## config.mk

```make
export PLATFORM = sky130hd
export DESIGN_NAME = dzcpuUcode
export DESIGN_NICKNAME = d
export VERILOG_FILES = /design/src/rtl/ucodePkg.sv /design/src/rtl/dzcpuUcode.sv /design/src/rtl/flowSequencer.sv /design/src/rtl/ucodeRom.sv /design/src/rtl/opcodeFlowLut.sv
export SDC_FILE = /design/constraint.sdc
export NUM_CORES = 1
export LEC_CHECK = 0
export BUFFER_PORTS_ARGS = -buffer_cell sky130_fd_sc_hd__buf_2
export CORE_MARGIN = 8
export CORE_UTILIZATION = 62
export CTS_BUF_LIST = sky130_fd_sc_hd__clkbuf_8
export DETAILED_ROUTE_END_ITERATION = 6
export GPL_ROUTABILITY_DRIVEN = 0
export PLACE_DENSITY = 0.93
export SLEW_MARGIN = 20
export SYNTH_ARGS = -nofsm -noshare
export SYNTH_HDL_FRONTEND = slang
export SYNTH_HIERARCHICAL = 1
export SYNTH_SLANG_ARGS = --single-unit
```

## constraint.sdc

```tcl
create_clock -name clk -period 3.56 [get_ports clk]
set_clock_uncertainty 0.1 [all_clocks]
set_input_delay 0.178 -clock clk [delete_from_list [all_inputs] [get_ports clk]]
set_output_delay 0.178 -clock clk [all_outputs]
set_load 0.01 [all_outputs]
```

## src/rtl/ucodePkg.sv

```systemverilog
package ucodePkg;

	localparam int FlowIdxWidth = 6;

	typedef logic [7:0] opcodeT;
	typedef logic [FlowIdxWidth-1:0] flowIdxT;

	////////////////////////////////////////////////////////////
	// Micro-op fields
	////////////////////////////////////////////////////////////

	// How a micro-op ends or continues its flow
	typedef enum logic [3:0]
	{
		op          = 4'd0,
		inc         = 4'd1,
		eof         = 4'd2,
		incEof      = 4'd3,
		incEofZ     = 4'd4,
		incEofNz    = 4'd5,
		eofFu       = 4'd6,
		incEofFu    = 4'd7,
		updateFlags = 4'd8
	} nextActionE;

	// Operation; bit test and null selector renamed, both are keywords
	typedef enum logic [4:0]
	{
		nop     = 5'd0,
		sma     = 5'd1,
		smw     = 5'd2,
		srm     = 5'd3,
		sx16r   = 5'd4,
		srx16   = 5'd5,
		addx16  = 5'd6,
		subx16  = 5'd7,
		inc16   = 5'd8,
		dec16   = 5'd9,
		spc     = 5'd10,
		jcb     = 5'd11,
		bitTest = 5'd12,
		shl     = 5'd13,
		z801bop = 5'd14
	} operationE;

	// Register or source selector
	typedef enum logic [4:0]
	{
		nullSel = 5'd0,
		a       = 5'd1,
		b       = 5'd2,
		c       = 5'd3,
		d       = 5'd4,
		e       = 5'd5,
		h       = 5'd6,
		l       = 5'd7,
		hl      = 5'd8,
		pc      = 5'd9,
		x8      = 5'd10,
		x16     = 5'd11
	} operandE;

	// 14-bit micro-op word
	typedef struct packed
	{
		nextActionE nextAction;
		operationE  operation;
		operandE    operand;
	} uopT;

	////////////////////////////////////////////////////////////
	// Opcodes
	////////////////////////////////////////////////////////////

	localparam opcodeT cbPrefix = 8'hCB;
	localparam opcodeT opcNop   = 8'h00;
	localparam opcodeT opcIncrB = 8'h04;
	localparam opcodeT opcLdrnB = 8'h06;
	localparam opcodeT opcIncrC = 8'h0C;
	localparam opcodeT opcDecrC = 8'h0D;
	localparam opcodeT opcLdrnC = 8'h0E;
	localparam opcodeT opcJrn   = 8'h18;
	localparam opcodeT opcJrnz  = 8'h20;
	localparam opcodeT opcJrz   = 8'h28;
	localparam opcodeT opcDecrA = 8'h3D;
	localparam opcodeT opcLdrnA = 8'h3E;
	localparam opcodeT opcAddrB = 8'h80;
	localparam opcodeT opcAddrC = 8'h81;
	localparam opcodeT opcSubrB = 8'h90;
	localparam opcodeT opcSubrC = 8'h91;

	// Second byte after the CB prefix
	localparam opcodeT cbRlrB = 8'h11;
	localparam opcodeT cbBit7 = 8'h7C;

	////////////////////////////////////////////////////////////
	// Flow start addresses in the microcode ROM
	////////////////////////////////////////////////////////////

	localparam flowIdxT flowCbDefault = 6'd0;
	localparam flowIdxT flowDefault   = 6'd1;
	localparam flowIdxT flowNop       = 6'd3;
	localparam flowIdxT flowLdrnA     = 6'd4;
	localparam flowIdxT flowLdrnB     = 6'd7;
	localparam flowIdxT flowLdrnC     = 6'd10;
	localparam flowIdxT flowIncrB     = 6'd13;
	localparam flowIdxT flowIncrC     = 6'd14;
	localparam flowIdxT flowDecrA     = 6'd15;
	localparam flowIdxT flowDecrC     = 6'd16;
	localparam flowIdxT flowAddrB     = 6'd17;
	localparam flowIdxT flowAddrC     = 6'd20;
	localparam flowIdxT flowSubrB     = 6'd23;
	localparam flowIdxT flowSubrC     = 6'd26;
	localparam flowIdxT flowJrn       = 6'd29;
	localparam flowIdxT flowJrnz      = 6'd35;
	localparam flowIdxT flowJrz       = 6'd41;
	localparam flowIdxT flowMapCb     = 6'd47;
	localparam flowIdxT flowCbBit7    = 6'd50;
	localparam flowIdxT flowCbRlrB    = 6'd51;

endpackage
```

## src/rtl/dzcpuUcode.sv

```systemverilog
module dzcpuUcode
(
	input  logic             clk,
	input  logic             rstN,
	input  logic             opValid,
	input  ucodePkg::opcodeT opcode,
	input  logic             zeroFlag,
	output ucodePkg::uopT    uop,
	output logic             uopValid,
	output logic             flowDone,
	output logic             busy
);
	import ucodePkg::*;

	opcodeT  lutOpcode;
	logic    cbSelect;
	flowIdxT flowIdx;
	flowIdxT uPc;
	uopT     romUop;

	// Opcode to flow start
	opcodeFlowLut uLut
	(
		.opcode   (lutOpcode),
		.cbSelect (cbSelect),
		.flowIdx  (flowIdx)
	);

	// Microcode store
	ucodeRom uRom
	(
		.uPc    (uPc),
		.romUop (romUop)
	);

	flowSequencer uSeq
	(
		.clk       (clk),
		.rstN      (rstN),
		.opValid   (opValid),
		.opcode    (opcode),
		.zeroFlag  (zeroFlag),
		.flowIdx   (flowIdx),
		.romUop    (romUop),
		.lutOpcode (lutOpcode),
		.cbSelect  (cbSelect),
		.uPc       (uPc),
		.uop       (uop),
		.uopValid  (uopValid),
		.flowDone  (flowDone),
		.busy      (busy)
	);

endmodule

```

## src/rtl/flowSequencer.sv

```systemverilog
module flowSequencer
(
	input  logic              clk,
	input  logic              rstN,
	input  logic              opValid,
	input  ucodePkg::opcodeT  opcode,
	input  logic              zeroFlag,
	input  ucodePkg::flowIdxT flowIdx,
	input  ucodePkg::uopT     romUop,
	output ucodePkg::opcodeT  lutOpcode,
	output logic              cbSelect,
	output ucodePkg::flowIdxT uPc,
	output ucodePkg::uopT     uop,
	output logic              uopValid,
	output logic              flowDone,
	output logic              busy
);
	import ucodePkg::*;

	flowIdxT pcReg;
	logic    cbWait;
	logic    accept;
	logic    eofHit;
	logic    isJcb;
	logic    lastUop;

	assign accept    = opValid && !busy;
	assign lutOpcode = opcode;
	assign cbSelect  = cbWait;

	// First word comes straight from the table, the rest from the counter
	assign uPc = busy ? pcReg : flowIdx;

	////////////////////////////////////////////////////////////
	// End of flow
	////////////////////////////////////////////////////////////

	always_comb
	begin
		case (uop.nextAction)
			eof, incEof, eofFu, incEofFu: eofHit = 1'b1;
			incEofZ:                      eofHit = zeroFlag;
			incEofNz:                     eofHit = !zeroFlag;
			default:
			begin
				eofHit = 1'b0;
			end
		endcase
	end

	assign isJcb    = (uop.operation == jcb);
	assign lastUop  = uopValid && (eofHit || isJcb);
	// Prefix word ends the emission but not the instruction
	assign flowDone = uopValid && eofHit && !isJcb;
	assign uopValid = busy;

	////////////////////////////////////////////////////////////
	// Control state
	////////////////////////////////////////////////////////////

	always_ff @(posedge clk)
	begin
		if (!rstN)
		begin
			busy   <= 1'b0;
			cbWait <= 1'b0;
			pcReg  <= '0;
		end
		else if (accept)
		begin
			busy   <= 1'b1;
			cbWait <= 1'b0;
			pcReg  <= uPc + 6'd1;
		end
		else if (lastUop)
		begin
			busy   <= 1'b0;
			cbWait <= isJcb;
		end
		else if (busy)
		begin
			pcReg <= uPc + 6'd1;
		end
	end

	// Output word
	always_ff @(posedge clk)
	begin
		if (accept || (busy && !lastUop))
		begin
			uop <= romUop;
		end
	end

	////////////////////////////////////////////////////////////
	// Checks
	////////////////////////////////////////////////////////////

	assert property (@(posedge clk) disable iff (!rstN) opValid |-> !busy)
		else $error("opValid while busy");

	// Longest flow in the ROM is six words
	assert property (@(posedge clk) disable iff (!rstN)
		$rose(busy) |-> ##[1:6] !busy)
		else $error("flow ran past six micro-ops");

	// Prefix word must not also mark end of flow
	assert property (@(posedge clk) disable iff (!rstN)
		(uopValid && isJcb) |-> !eofHit)
		else $error("jcb micro-op also marks end of flow");

endmodule

```

## src/rtl/ucodeRom.sv

```systemverilog
module ucodeRom
(
	input  ucodePkg::flowIdxT uPc,
	output ucodePkg::uopT     romUop
);
	import ucodePkg::*;

	// Flow words sit at their start constant plus an offset
	always_comb
	begin
		case (uPc)
			// CB default
			flowCbDefault:          romUop = '{incEofFu, z801bop, a};

			// Default one-byte op
			flowDefault:            romUop = '{updateFlags, z801bop, a};
			flowDefault + 6'd1:     romUop = '{incEof, nop, nullSel};

			// NOP
			flowNop:                romUop = '{incEof, nop, nullSel};

			// LDrn_a
			flowLdrnA:              romUop = '{inc, sma, pc};
			flowLdrnA + 6'd1:       romUop = '{inc, nop, nullSel};
			flowLdrnA + 6'd2:       romUop = '{eof, srm, a};

			// LDrn_b
			flowLdrnB:              romUop = '{inc, sma, pc};
			flowLdrnB + 6'd1:       romUop = '{inc, nop, nullSel};
			flowLdrnB + 6'd2:       romUop = '{eof, srm, b};

			// LDrn_c
			flowLdrnC:              romUop = '{inc, sma, pc};
			flowLdrnC + 6'd1:       romUop = '{inc, nop, nullSel};
			flowLdrnC + 6'd2:       romUop = '{eof, srm, c};

			// INCr_b
			flowIncrB:              romUop = '{incEofFu, inc16, b};

			// INCr_c
			flowIncrC:              romUop = '{incEofFu, inc16, c};

			// DECr_a
			flowDecrA:              romUop = '{incEofFu, dec16, a};

			// DECr_c
			flowDecrC:              romUop = '{incEofFu, dec16, c};

			// ADDr_b
			flowAddrB:              romUop = '{op, sx16r, a};
			flowAddrB + 6'd1:       romUop = '{updateFlags, addx16, b};
			flowAddrB + 6'd2:       romUop = '{incEof, srx16, a};

			// ADDr_c
			flowAddrC:              romUop = '{op, sx16r, a};
			flowAddrC + 6'd1:       romUop = '{updateFlags, addx16, c};
			flowAddrC + 6'd2:       romUop = '{incEof, srx16, a};

			// SUBr_b
			flowSubrB:              romUop = '{op, sx16r, a};
			flowSubrB + 6'd1:       romUop = '{updateFlags, subx16, b};
			flowSubrB + 6'd2:       romUop = '{incEof, srx16, a};

			// SUBr_c
			flowSubrC:              romUop = '{op, sx16r, a};
			flowSubrC + 6'd1:       romUop = '{updateFlags, subx16, c};
			flowSubrC + 6'd2:       romUop = '{incEof, srx16, a};

			// JRn
			flowJrn:                romUop = '{inc, sma, pc};
			flowJrn + 6'd1:         romUop = '{op, nop, nullSel};
			flowJrn + 6'd2:         romUop = '{inc, srm, x8};
			// x16 = pc
			flowJrn + 6'd3:         romUop = '{op, sx16r, pc};
			// x16 = x16 + sign extended x8
			flowJrn + 6'd4:         romUop = '{op, addx16, x8};
			flowJrn + 6'd5:         romUop = '{eof, spc, x16};

			// JRNZn
			flowJrnz:               romUop = '{inc, sma, pc};
			flowJrnz + 6'd1:        romUop = '{op, nop, nullSel};
			// Taken only when zero is clear
			flowJrnz + 6'd2:        romUop = '{incEofZ, srm, x8};
			flowJrnz + 6'd3:        romUop = '{op, sx16r, pc};
			flowJrnz + 6'd4:        romUop = '{op, addx16, x8};
			flowJrnz + 6'd5:        romUop = '{eof, spc, x16};

			// JRZn
			flowJrz:                romUop = '{inc, sma, pc};
			flowJrz + 6'd1:         romUop = '{op, nop, nullSel};
			// Taken only when zero is set
			flowJrz + 6'd2:         romUop = '{incEofNz, srm, x8};
			flowJrz + 6'd3:         romUop = '{op, sx16r, pc};
			flowJrz + 6'd4:         romUop = '{op, addx16, x8};
			flowJrz + 6'd5:         romUop = '{eof, spc, x16};

			// MAPcb, fetches the second byte
			flowMapCb:              romUop = '{inc, sma, pc};
			flowMapCb + 6'd1:       romUop = '{op, nop, nullSel};
			flowMapCb + 6'd2:       romUop = '{inc, jcb, nullSel};

			// CB BIT7
			flowCbBit7:             romUop = '{eofFu, bitTest, nullSel};

			// CB RLr_b
			flowCbRlrB:             romUop = '{eofFu, shl, nullSel};

			default:
			begin
				romUop = '{op, nop, nullSel};
			end
		endcase
	end

endmodule

```

## src/rtl/opcodeFlowLut.sv

```systemverilog
module opcodeFlowLut
(
	input  ucodePkg::opcodeT  opcode,
	input  logic              cbSelect,
	output ucodePkg::flowIdxT flowIdx
);
	import ucodePkg::*;

	flowIdxT mainIdx;
	flowIdxT cbIdx;

	////////////////////////////////////////////////////////////
	// Main opcode table
	////////////////////////////////////////////////////////////

	always_comb
	begin
		case (opcode)
			opcNop:   mainIdx = flowNop;
			opcLdrnA: mainIdx = flowLdrnA;
			opcLdrnB: mainIdx = flowLdrnB;
			opcLdrnC: mainIdx = flowLdrnC;
			opcIncrB: mainIdx = flowIncrB;
			opcIncrC: mainIdx = flowIncrC;
			opcDecrA: mainIdx = flowDecrA;
			opcDecrC: mainIdx = flowDecrC;
			opcAddrB: mainIdx = flowAddrB;
			opcAddrC: mainIdx = flowAddrC;
			opcSubrB: mainIdx = flowSubrB;
			opcSubrC: mainIdx = flowSubrC;
			opcJrn:   mainIdx = flowJrn;
			opcJrnz:  mainIdx = flowJrnz;
			opcJrz:   mainIdx = flowJrz;
			// Prefix byte, its flow ends in jcb
			cbPrefix: mainIdx = flowMapCb;
			default:
			begin
				mainIdx = flowDefault;
			end
		endcase
	end

	////////////////////////////////////////////////////////////
	// CB table, used for the byte after the prefix
	////////////////////////////////////////////////////////////

	always_comb
	begin
		case (opcode)
			cbBit7:  cbIdx = flowCbBit7;
			cbRlrB:  cbIdx = flowCbRlrB;
			default:
			begin
				cbIdx = flowCbDefault;
			end
		endcase
	end

	// Table select
	assign flowIdx = cbSelect ? cbIdx : mainIdx;

endmodule

```

Word level (Yosys, flattened, before mapping)
Memories as Yosys holds them, arrays and structs flattened. A register that Yosys moved wholly into a read port is not among the register bits.
Cells that the tools add are included.
{"block": "classes", "addsub": 1, "n_reduce_logical": 17, "eq_ne": 25, "bitwise_logic": 1, "n_mux": 10}
{"cell": "case mux 6 bit (16 select lines)", "count": 1}
{"cell": "== test 8 bit, second input constant", "count": 5}
{"cell": "== test 8 x 6 -> 1 bit, second input constant", "count": 4}
{"cell": "two-way mux 6 bit", "count": 5}
{"cell": "== test 8 x 4 -> 1 bit, second input constant", "count": 3}
{"cell": "== test 4 x 3 -> 1 bit, second input constant", "count": 4}
{"cell": "== test 8 x 3 -> 1 bit, second input constant", "count": 2}
{"cell": "== test 8 x 5 -> 1 bit, second input constant", "count": 2}
{"cell": "case mux 6 bit (2 select lines)", "count": 1}
{"cell": "== test 4 x 2 -> 1 bit, second input constant", "count": 2}
{"cell": "== test 8 x 7 -> 1 bit, second input constant", "count": 1}
{"cell": "zero test 8 bit", "count": 1}
{"cell": "adder 6 x 1 -> 6 bit, second input constant", "count": 1}
{"cell": "== test 5 x 4 -> 1 bit, second input constant", "count": 1}
{"cell": "logical AND 1 bit", "count": 5}
{"cell": "zero test 1 bit", "count": 4}
{"cell": "nonzero test 2 bit", "count": 2}
{"cell": "OR reduction 4 bit", "count": 1}
{"cell": "case mux 1 bit (3 select lines)", "count": 1}
{"cell": "logical OR 1 bit", "count": 2}
{"cell": "two-way mux 1 bit", "count": 2}
{"cell": "!= test 2 x 1 -> 1 bit, second input constant", "count": 1}
{"cell": "AND reduction 2 bit", "count": 1}
{"cell": "OR reduction 2 bit", "count": 1}
{"cell": "inverter 1 bit", "count": 1}
{"block": "totals", "register_bits": 18, "mem_count": 1, "mem_bits_ro": 704, "inputBits": 12, "out_inout_bits": 17}
{"memory": "(no name shown)", "depth": 64, "width": 11, "read_ports": 1, "rd_ports_with_merged_regs": 1, "write_ports": 0, "line_no": "ucodeRom.sv:11", "text": "case (uPc)"}

Depth between registers and ports, before layout
Gate-level depths: netlist (run 1).
{"block": "depth", "word_depth": 8, "depth_mapped": 16, "ltp_nobuf": 12}

Cells and area by module
The synthesis (run 1) kept the hierarchy.
{"mod": "flowSequencer", "area_per_inst_um2": 1043.5, "cells_per_inst": 88, "seq_area_each_um2": 580.6, "instances": 1}
{"mod": "ucodeRom", "area_per_inst_um2": 985.9, "cells_per_inst": 139, "seq_area_each_um2": 0.0, "instances": 1}
{"mod": "opcodeFlowLut", "area_per_inst_um2": 578.1, "cells_per_inst": 84, "seq_area_each_um2": 0.0, "instances": 1}

Worst setup path after synthesis (run 1)
No wires, ideal clock.
{"block": "synth_timing", "kind": "input port to flip-flop", "startpoint": "input port opcode[6]", "endpoint": "register, netlist name uSeq/uop[6]", "arrival_time_ps": 3042, "setup_slack_ps": 260, "n_path_buf": 3, "stages": 14, "setup_time_ps": 158, "cell_sequence": "buf_4 > buf_2 > nor4_4 > nand2_2 > o311ai_4 > nor4_2 > o32a_1 > mux2_2 > inv_1 > ha_1 > buf_4 > xnor2_1 > mux4_2 > o221ai_2"}
{"block": "synth_via", "elab_chain_len": 4, "word_cells_on_any_way": 22, "cone_classes": "eq/ne (17); mux (4); reduce/logical (1)"}
{"item": "from (decl)", "line_no": "dzcpuUcode.sv:6", "text": "input ucodePkg::opcodeT opcode,"}
{"item": "== test 8 bit, or another cell as far along", "line_no": "opcodeFlowLut.sv:18", "text": "case (opcode)"}
{"item": "case mux 6 bit (16 select lines) / case mux 6 bit (2 select lines) (equally long branches)", "line_no": "opcodeFlowLut.sv:18, opcodeFlowLut.sv:49"}
{"item": "two-way mux 6 bit *", "line_no": "opcodeFlowLut.sv:60", "text": "assign flowIdx = cbSelect ? cbIdx : mainIdx;"}
{"item": "via flowIdx[0]", "line_no": "dzcpuUcode.sv:17", "text": "flowIdxT flowIdx;"}
{"item": "two-way mux 6 bit *", "line_no": "flowSequencer.sv:32", "text": "assign uPc = busy ? pcReg : flowIdx;"}
{"item": "via uPc[0]", "line_no": "dzcpuUcode.sv:18", "text": "flowIdxT uPc;"}
Mark *: on every way through the listed nets, which the timed path passes. The rest lies on a longest branch.
A chain may end at the register's enable or synchronous reset.

Worst setup path after layout (run 1)
{"block": "layout_timing", "startpoint": "input port opcode[5]", "endpoint": "register, netlist name uSeq/uop[5]"}
{"block": "layout_via", "elab_chain_len": 4, "word_cells_on_any_way": 22, "cone_classes": "eq/ne (17); mux (4); reduce/logical (1)"}
{"item": "== test 8 bit, or another cell as far along", "line_no": "opcodeFlowLut.sv:18"}
{"item": "case mux 6 bit (16 select lines) / case mux 6 bit (2 select lines) (equally long branches)", "line_no": "opcodeFlowLut.sv:18, opcodeFlowLut.sv:49"}
{"item": "two-way mux 6 bit *", "line_no": "opcodeFlowLut.sv:60"}
{"item": "via flowIdx[0]", "line_no": "dzcpuUcode.sv:17"}
{"item": "two-way mux 6 bit *", "line_no": "flowSequencer.sv:32"}
{"item": "via uPc[0]", "line_no": "dzcpuUcode.sv:18"}
Marks and branches as above.

==> impl_metrics.yaml, run 1 <==
yosys:
  synth_most_common_cell: "a21oi_1"
  syn-instance-count: 311
  yosys.area.top_type: "edfxtp_1"
  synth_edf_count: 14
  synth-seq-cells: 22
  synthArstFlopShare: 0
  yosys-top-cells-count: "a21oi_1 (24), nand2_1 (19), nor2_1 (19)"
  synth_area_leaders: "edfxtp_1 (16%), dfxtp_1 (6.1%), ha_1 (5.3%), a21oi_1 (4.6%), buf_4 (4.6%)"
  synth_top_flop_cell: "edfxtp_1"
  ys_seq_area_frac: 0.223
  yosysTopAreaCellShare: 0.161
  syn_area_per_cell_um2: 8.38
  yosysWarnings: 6
  syn-cell-area_um2: 2610
  synthDistinctLibCells: 74
global_route:
  antenna_found_initial: 0
  grtUsageTotal: 0.212
  first_global_vias: 2341
  grt_overflow_total: 0
  grt_pass1_wl_um: 11400
  grt_max_degree: 35
timing:
  final-max-slew-violation-count: 0
  setup_violations: 0
  worstMarginPinSlew_ns: 0.676
  slew_headroom: 0.549
  report.final.hold_viol_count: 0
  fin_ws_ns: 0.262
  fmax_mhz: 303
  setup_tns_ns: 0
  grt_setup_unrepaired: "no"
  fin_crit_ns: 3.30
  finalCritPeriodShare: 0.926
cells_and_area:
  syn2layout_area_growth_pct: 4.56
  finish.net_count: 342
  antenna_cells: 0
  n_fill_cell: 323
  layout.cells.non_filler: 368
  drive_above_1_share: 0.208
routing:
  wl_um: 7060
  drt_iter0_markers: 327
  drt.antenna.violating_nets: 0
  vias: 2541
  wire_per_inst_um: 19.2
  drc: 0
  vias_per_cell: 6.90
  drtPass1Iterations: 6
floorplan:
  row_count: 23
  core_area_um2: 4030
  start_util: 0.647
  die_w_um: 80.9
  die_y_um: 80.9
  dieArea_um2: 6540
  ios: 29
power_and_ir_drop:
  peakVddDrop_mv: 0.178
  leakage_uw: 0.00104
  pwr_density_cell_nw_per_um2: 350
worst_setup_path:
  crit_fanout: 12
  cp-end-kind: "flop"
  crit_type: "in2reg"
  r2r_cells: 10
  critPathRequiredTime_ns: 3.55
  setup.worst_path.start_class: "primary input"
  cp_data_arrival_time_ns: 3.29
place:
  placed_cells: 364
  portBuffers: 28
  place_ws_ns: 0.101
  hpwl_um: 5070
clocking:
  cts_tree: "built"
  cts_setup_buffers: 0
  cts_resized: 0
  htree_levels: 1
  numCtsBuffers: 3
  clock_path_buffers: 2
  clock_latency_ns: 0.27
  cts-root-buf: "clkbuf_8"
  cts.clk_slew.worst_paths_ns: 0.08
  numClockSinks: 22
  postCtsHoldBufs: 0
min_path:
  hold_class: "in2reg"
  min_path_cells: 3
run_status:
  status: "finished clean"
run:
  maxCapViolations: 0
-- metrics by stage --
step                      hold WS (ns)  cell area, um2   util  power (uW)
after floorplan                  0.219            2620      -         623
after global placement           0.346            2660  0.659         698
after detailed placement         0.384            2660  0.659         713
after CTS                        0.138            2730  0.677         947
after global routing             0.122            2730  0.677        1000
final                            0.128            2730  0.677         953
-- critical path: stages --
cell and delay [ns]:
buf_2 0.18, nor4_4 0.36, nand2_2 0.14, o311ai_4 0.31, nor4_2 0.07, o32a_1 0.36, mux2_2 0.28, inv_1 0.14
ha_1 0.36, mux2_2 0.31, a211oi_1 0.30, a31oi_1 0.10, o211ai_1 0.22
-- where the power goes --
| group | internal, uW | switching, uW |
|---|---|---|
| Sequential | 321 | 30.9 |
| Clock | 150 | 83.8 |
| Combinational | 148 | 219 |
| Total | 619 | 334 |
-- path summary, 6_finish.rpt --
kind | slack (ns) | to | from
worst max register to register | 0.51 | uSeq/uop[5]$_DFFE_PP_ | uSeq/cbSelect$_SDFFE_PP0P_
worst min register to register | 0.41 | uSeq/pcReg[4]$_SDFFE_PN0P_ | uSeq/pcReg[4]$_SDFFE_PN0P_
worst min-delay path | 0.13 | uSeq/busy$_SDFFE_PN0P_ | rstN
worst max-delay path | 0.26 | uSeq/uop[5]$_DFFE_PP_ | opcode[5]
-- registers in the layout, summed over array words and instances (netlist names) --
register / flops
uSeq/uop: 14
uSeq/cbSelect: 1
uSeq/pcReg: 6
uSeq/busy: 1
-- placed cells by master, fill, tap and decap left out, types with 8 or more instances in the layout --
cell type	count
dfxtp_1	8
buf_4	11
mux2i_1	8
nor2_1	19
buf_2	28
nand2b_1	8
nor2b_1	9
ha_1	11
a21oi_1	24
nand2_1	19
inv_1	13
nand3_1	12
o21ai_0	12
edfxtp_1	14
-- final cells by class --
| cell class | instances | area, um2 | area share |
|---|---|---|---|
| multi-input cells | 239 | 1720 | 0.631 |
| repair buffers | 40 | 243 | 0.0890 |
| clock buffers | 3 | 41.3 | 0.0151 |
| clock inverters | 1 | 30.0 | 0.0110 |
| well taps | 50 | 62.6 | 0.0229 |
| flip-flops and latches | 22 | 581 | 0.213 |
| inverters | 13 | 48.8 | 0.0179 |
-- metal layers --
metal / global-route usage / vias to the layer above / share of wire
met2: 0.366 / 134 / 0.51
met3: 0.0408 / 19 / 0.068
met4: 0.0750 / 0 / 0.023
li1: - / 1176 / -
met1: 0.256 / 1212 / 0.40
met5: 0 / - / 0
-- cells by family after synthesis --
family,Yosys count,share of synthesized area
XOR/XNOR,6,0.0202
adder cells (fa/ha/maj),11,0.0528
multiplexers,14,0.0609
AND/OR/NAND/NOR,110,0.259
AO/OA/AOI/OAI,95,0.262
flip-flops,22,0.223
other,1,0.00144
buffers and inverters,52,0.120
No activity file was read; power rests on OpenSTA's default activity.
==> run 2, diff against run 1 <==
--- a/config.mk
+++ b/config.mk
@@ -7,11 +7,10 @@
 export LEC_CHECK = 0
 export BUFFER_PORTS_ARGS = -buffer_cell sky130_fd_sc_hd__buf_2
 export CORE_MARGIN = 8
-export CORE_UTILIZATION = 62
-export CTS_BUF_LIST = sky130_fd_sc_hd__clkbuf_8
+export CORE_UTILIZATION = 60
 export DETAILED_ROUTE_END_ITERATION = 6
 export GPL_ROUTABILITY_DRIVEN = 0
-export PLACE_DENSITY = 0.93
+export PLACE_DENSITY = 0.9
 export SLEW_MARGIN = 20
 export SYNTH_ARGS = -nofsm -noshare
 export SYNTH_HDL_FRONTEND = slang
==> run 2 against run 1 <==
Die area grew 2.7%. Clock power down 24%. Via count shrank 2.4%. Worst hold slack worse by 0.053 ns. Critical path depth is the same. Global-route usage is 0.84 points lower. Critical endpoint is now uSeq/uop[1]$_DFFE_PP_. First-iteration DRC count increased by 33%. Critical path type unchanged. Core utilization is 4.0 points lower. Sequential cell count stayed put. Register-to-register slack better by 0.03 ns. Combinational power is 1% lower.
==> impl_metrics.yaml, run 2 (synthesis results as in run 1) <==
run_status:
  status: "finished clean"
clocking:
  clock_path_buffers: 2
  cts_setup_buffers: 0
  cts-root-buf: "clkbuf_8"
  htree_levels: 1
  clock_latency_ns: 0.26
  cts.clk_slew.worst_paths_ns: 0.08
  cts_resized: 0
  cts_tree: "built"
  numCtsBuffers: 3
  numClockSinks: 22
  postCtsHoldBufs: 0
worst_setup_path:
  crit_path_max_incr_delay_ns: 0.37
  critPathRequiredTime_ns: 3.47
  setup.worst_path.start_class: "primary input"
  cp_data_arrival_time_ns: 3.17
  crit_chain: "buf_2, nor4_4, nand2_2, o311ai_4, nor4_2, o32a_1, mux2_2, inv_1, ha_1, mux2i_1, mux2i_1, a221oi_1, a21oi_1"
  crit_type: "in2reg"
  slowest_stage: "o32a_1"
  cp-end-kind: "flop"
  cp_common_cell: "mux2i_1"
  crit_fanout: 12
cells_and_area:
  reg.largest.list: "uSeq/uop x14, uSeq/pcReg x6"
  regMostFlops: "uSeq/uop"
  n_fill_cell: 355
  finish.net_count: 344
  antenna_cells: 0
  largest_reg_flops: 14
  drive_above_1_share: 0.213
  layout_common_cells: "buf_2 (28), a21oi_1 (24), nor2_1 (19), nand2_1 (19)"
  syn2layout_area_growth_pct: 4.13
  final_common_cell: "buf_2"
floorplan:
  core_area_um2: 4260
  die_y_um: 81.9
  start_util: 0.612
  row_count: 24
  ios: 29
  dieArea_um2: 6710
  die_w_um: 81.9
global_route:
  grtUsageTotal: 0.204
  first_global_vias: 2271
  antenna_found_initial: 0
  grt_max_degree: 35
  grt_overflow_total: 0
  grt_pass1_wl_um: 11100
routing:
  vias_per_cell: 6.67
  wl_um: 6770
  drt.antenna.violating_nets: 0
  drtPass1Iterations: 5
  drc: 0
  vias: 2480
  wire_per_inst_um: 18.2
  drt_iter0_markers: 436
timing:
  grt_setup_unrepaired: "no"
  fin_crit_ns: 3.26
  fmax_mhz: 307
  setup_tns_ns: 0
  setup_violations: 0
  slew_headroom: 0.559
  report.final.hold_viol_count: 0
  hold_slack_ns: 0.0757
  final-max-slew-violation-count: 0
  worstMarginPinSlew_ns: 0.660
  fin_ws_ns: 0.298
  finalCritPeriodShare: 0.916
place:
  portBuffers: 28
  place_ws_ns: 0.119
  hpwl_um: 4890
run:
  maxCapViolations: 0
min_path:
  hold_class: "in2reg"
power_and_ir_drop:
  finalPower_uw: 893
  pwr_density_cell_nw_per_um2: 329
  peakVddDrop_mv: 0.207
  leakage_uw: 0.00104
[run 2: final cells by class]
class,instances,area [um2],share of cell area
Multi-Input combinational cell,239,1720,0.634
Sequential cell,22,581,0.214
Timing Repair Buffer,42,245,0.0903
Tap cell,52,65.1,0.0240
Clock buffer,4,55.1,0.0203
Inverter,13,48.8,0.0180
[run 2: critical path, delay by kind of cell]
kind	cells	cell delay, ns
AOI/OAI and AO/OA	4	1.08
adders and majority gates	1	0.36
buffers and inverters	2	0.33
muxes	3	0.67
and+or+nand+nor	3	0.55
[run 2: layer usage]
metal	GRT usage	vias to the layer above	routed length, um
met1	0.266	1155	2730
met4	0.0561	0	106
li1	-	1177	-
met3	0.0186	22	530
met5	0	-	0
met2	0.349	126	3410
[run 2: through the flow]
step,util,cell area (um2),cells
3_5_place_dp,0.624,2660,368
5_1_grt,0.637,2720,372
3_3_place_gp,0.624,2660,368
6_report,0.637,2720,372
4_1_cts,0.637,2720,372
2_1_floorplan,-,2620,313
[run 2: report_power, final]
part / total [uW] / internal [uW] / leakage, uW / switching, uW
registers: 351 / 321 / 0.000201 / 30.5
clock network: 178 / 98.4 / 0.0000288 / 79.5
logic: 363 / 148 / 0.000810 / 215
total: 893 / 568 / 0.00104 / 325
[run 2: path summary, 6_finish.rpt]
| check | slack [ns] | depth (start not counted) | to | from |
|---|---|---|---|---|
| min | 0.08 | 3 | uSeq/busy$_SDFFE_PN0P_ | rstN |
| max reg2reg | 0.54 | 10 | uSeq/uop[1]$_DFFE_PP_ | uSeq/cbSelect$_SDFFE_PP0P_ |
| min reg2reg | 0.38 | 2 | uSeq/pcReg[5]$_SDFFE_PN0P_ | uSeq/pcReg[5]$_SDFFE_PN0P_ |
| max | 0.30 | 13 | uSeq/uop[1]$_DFFE_PP_ | opcode[5] |
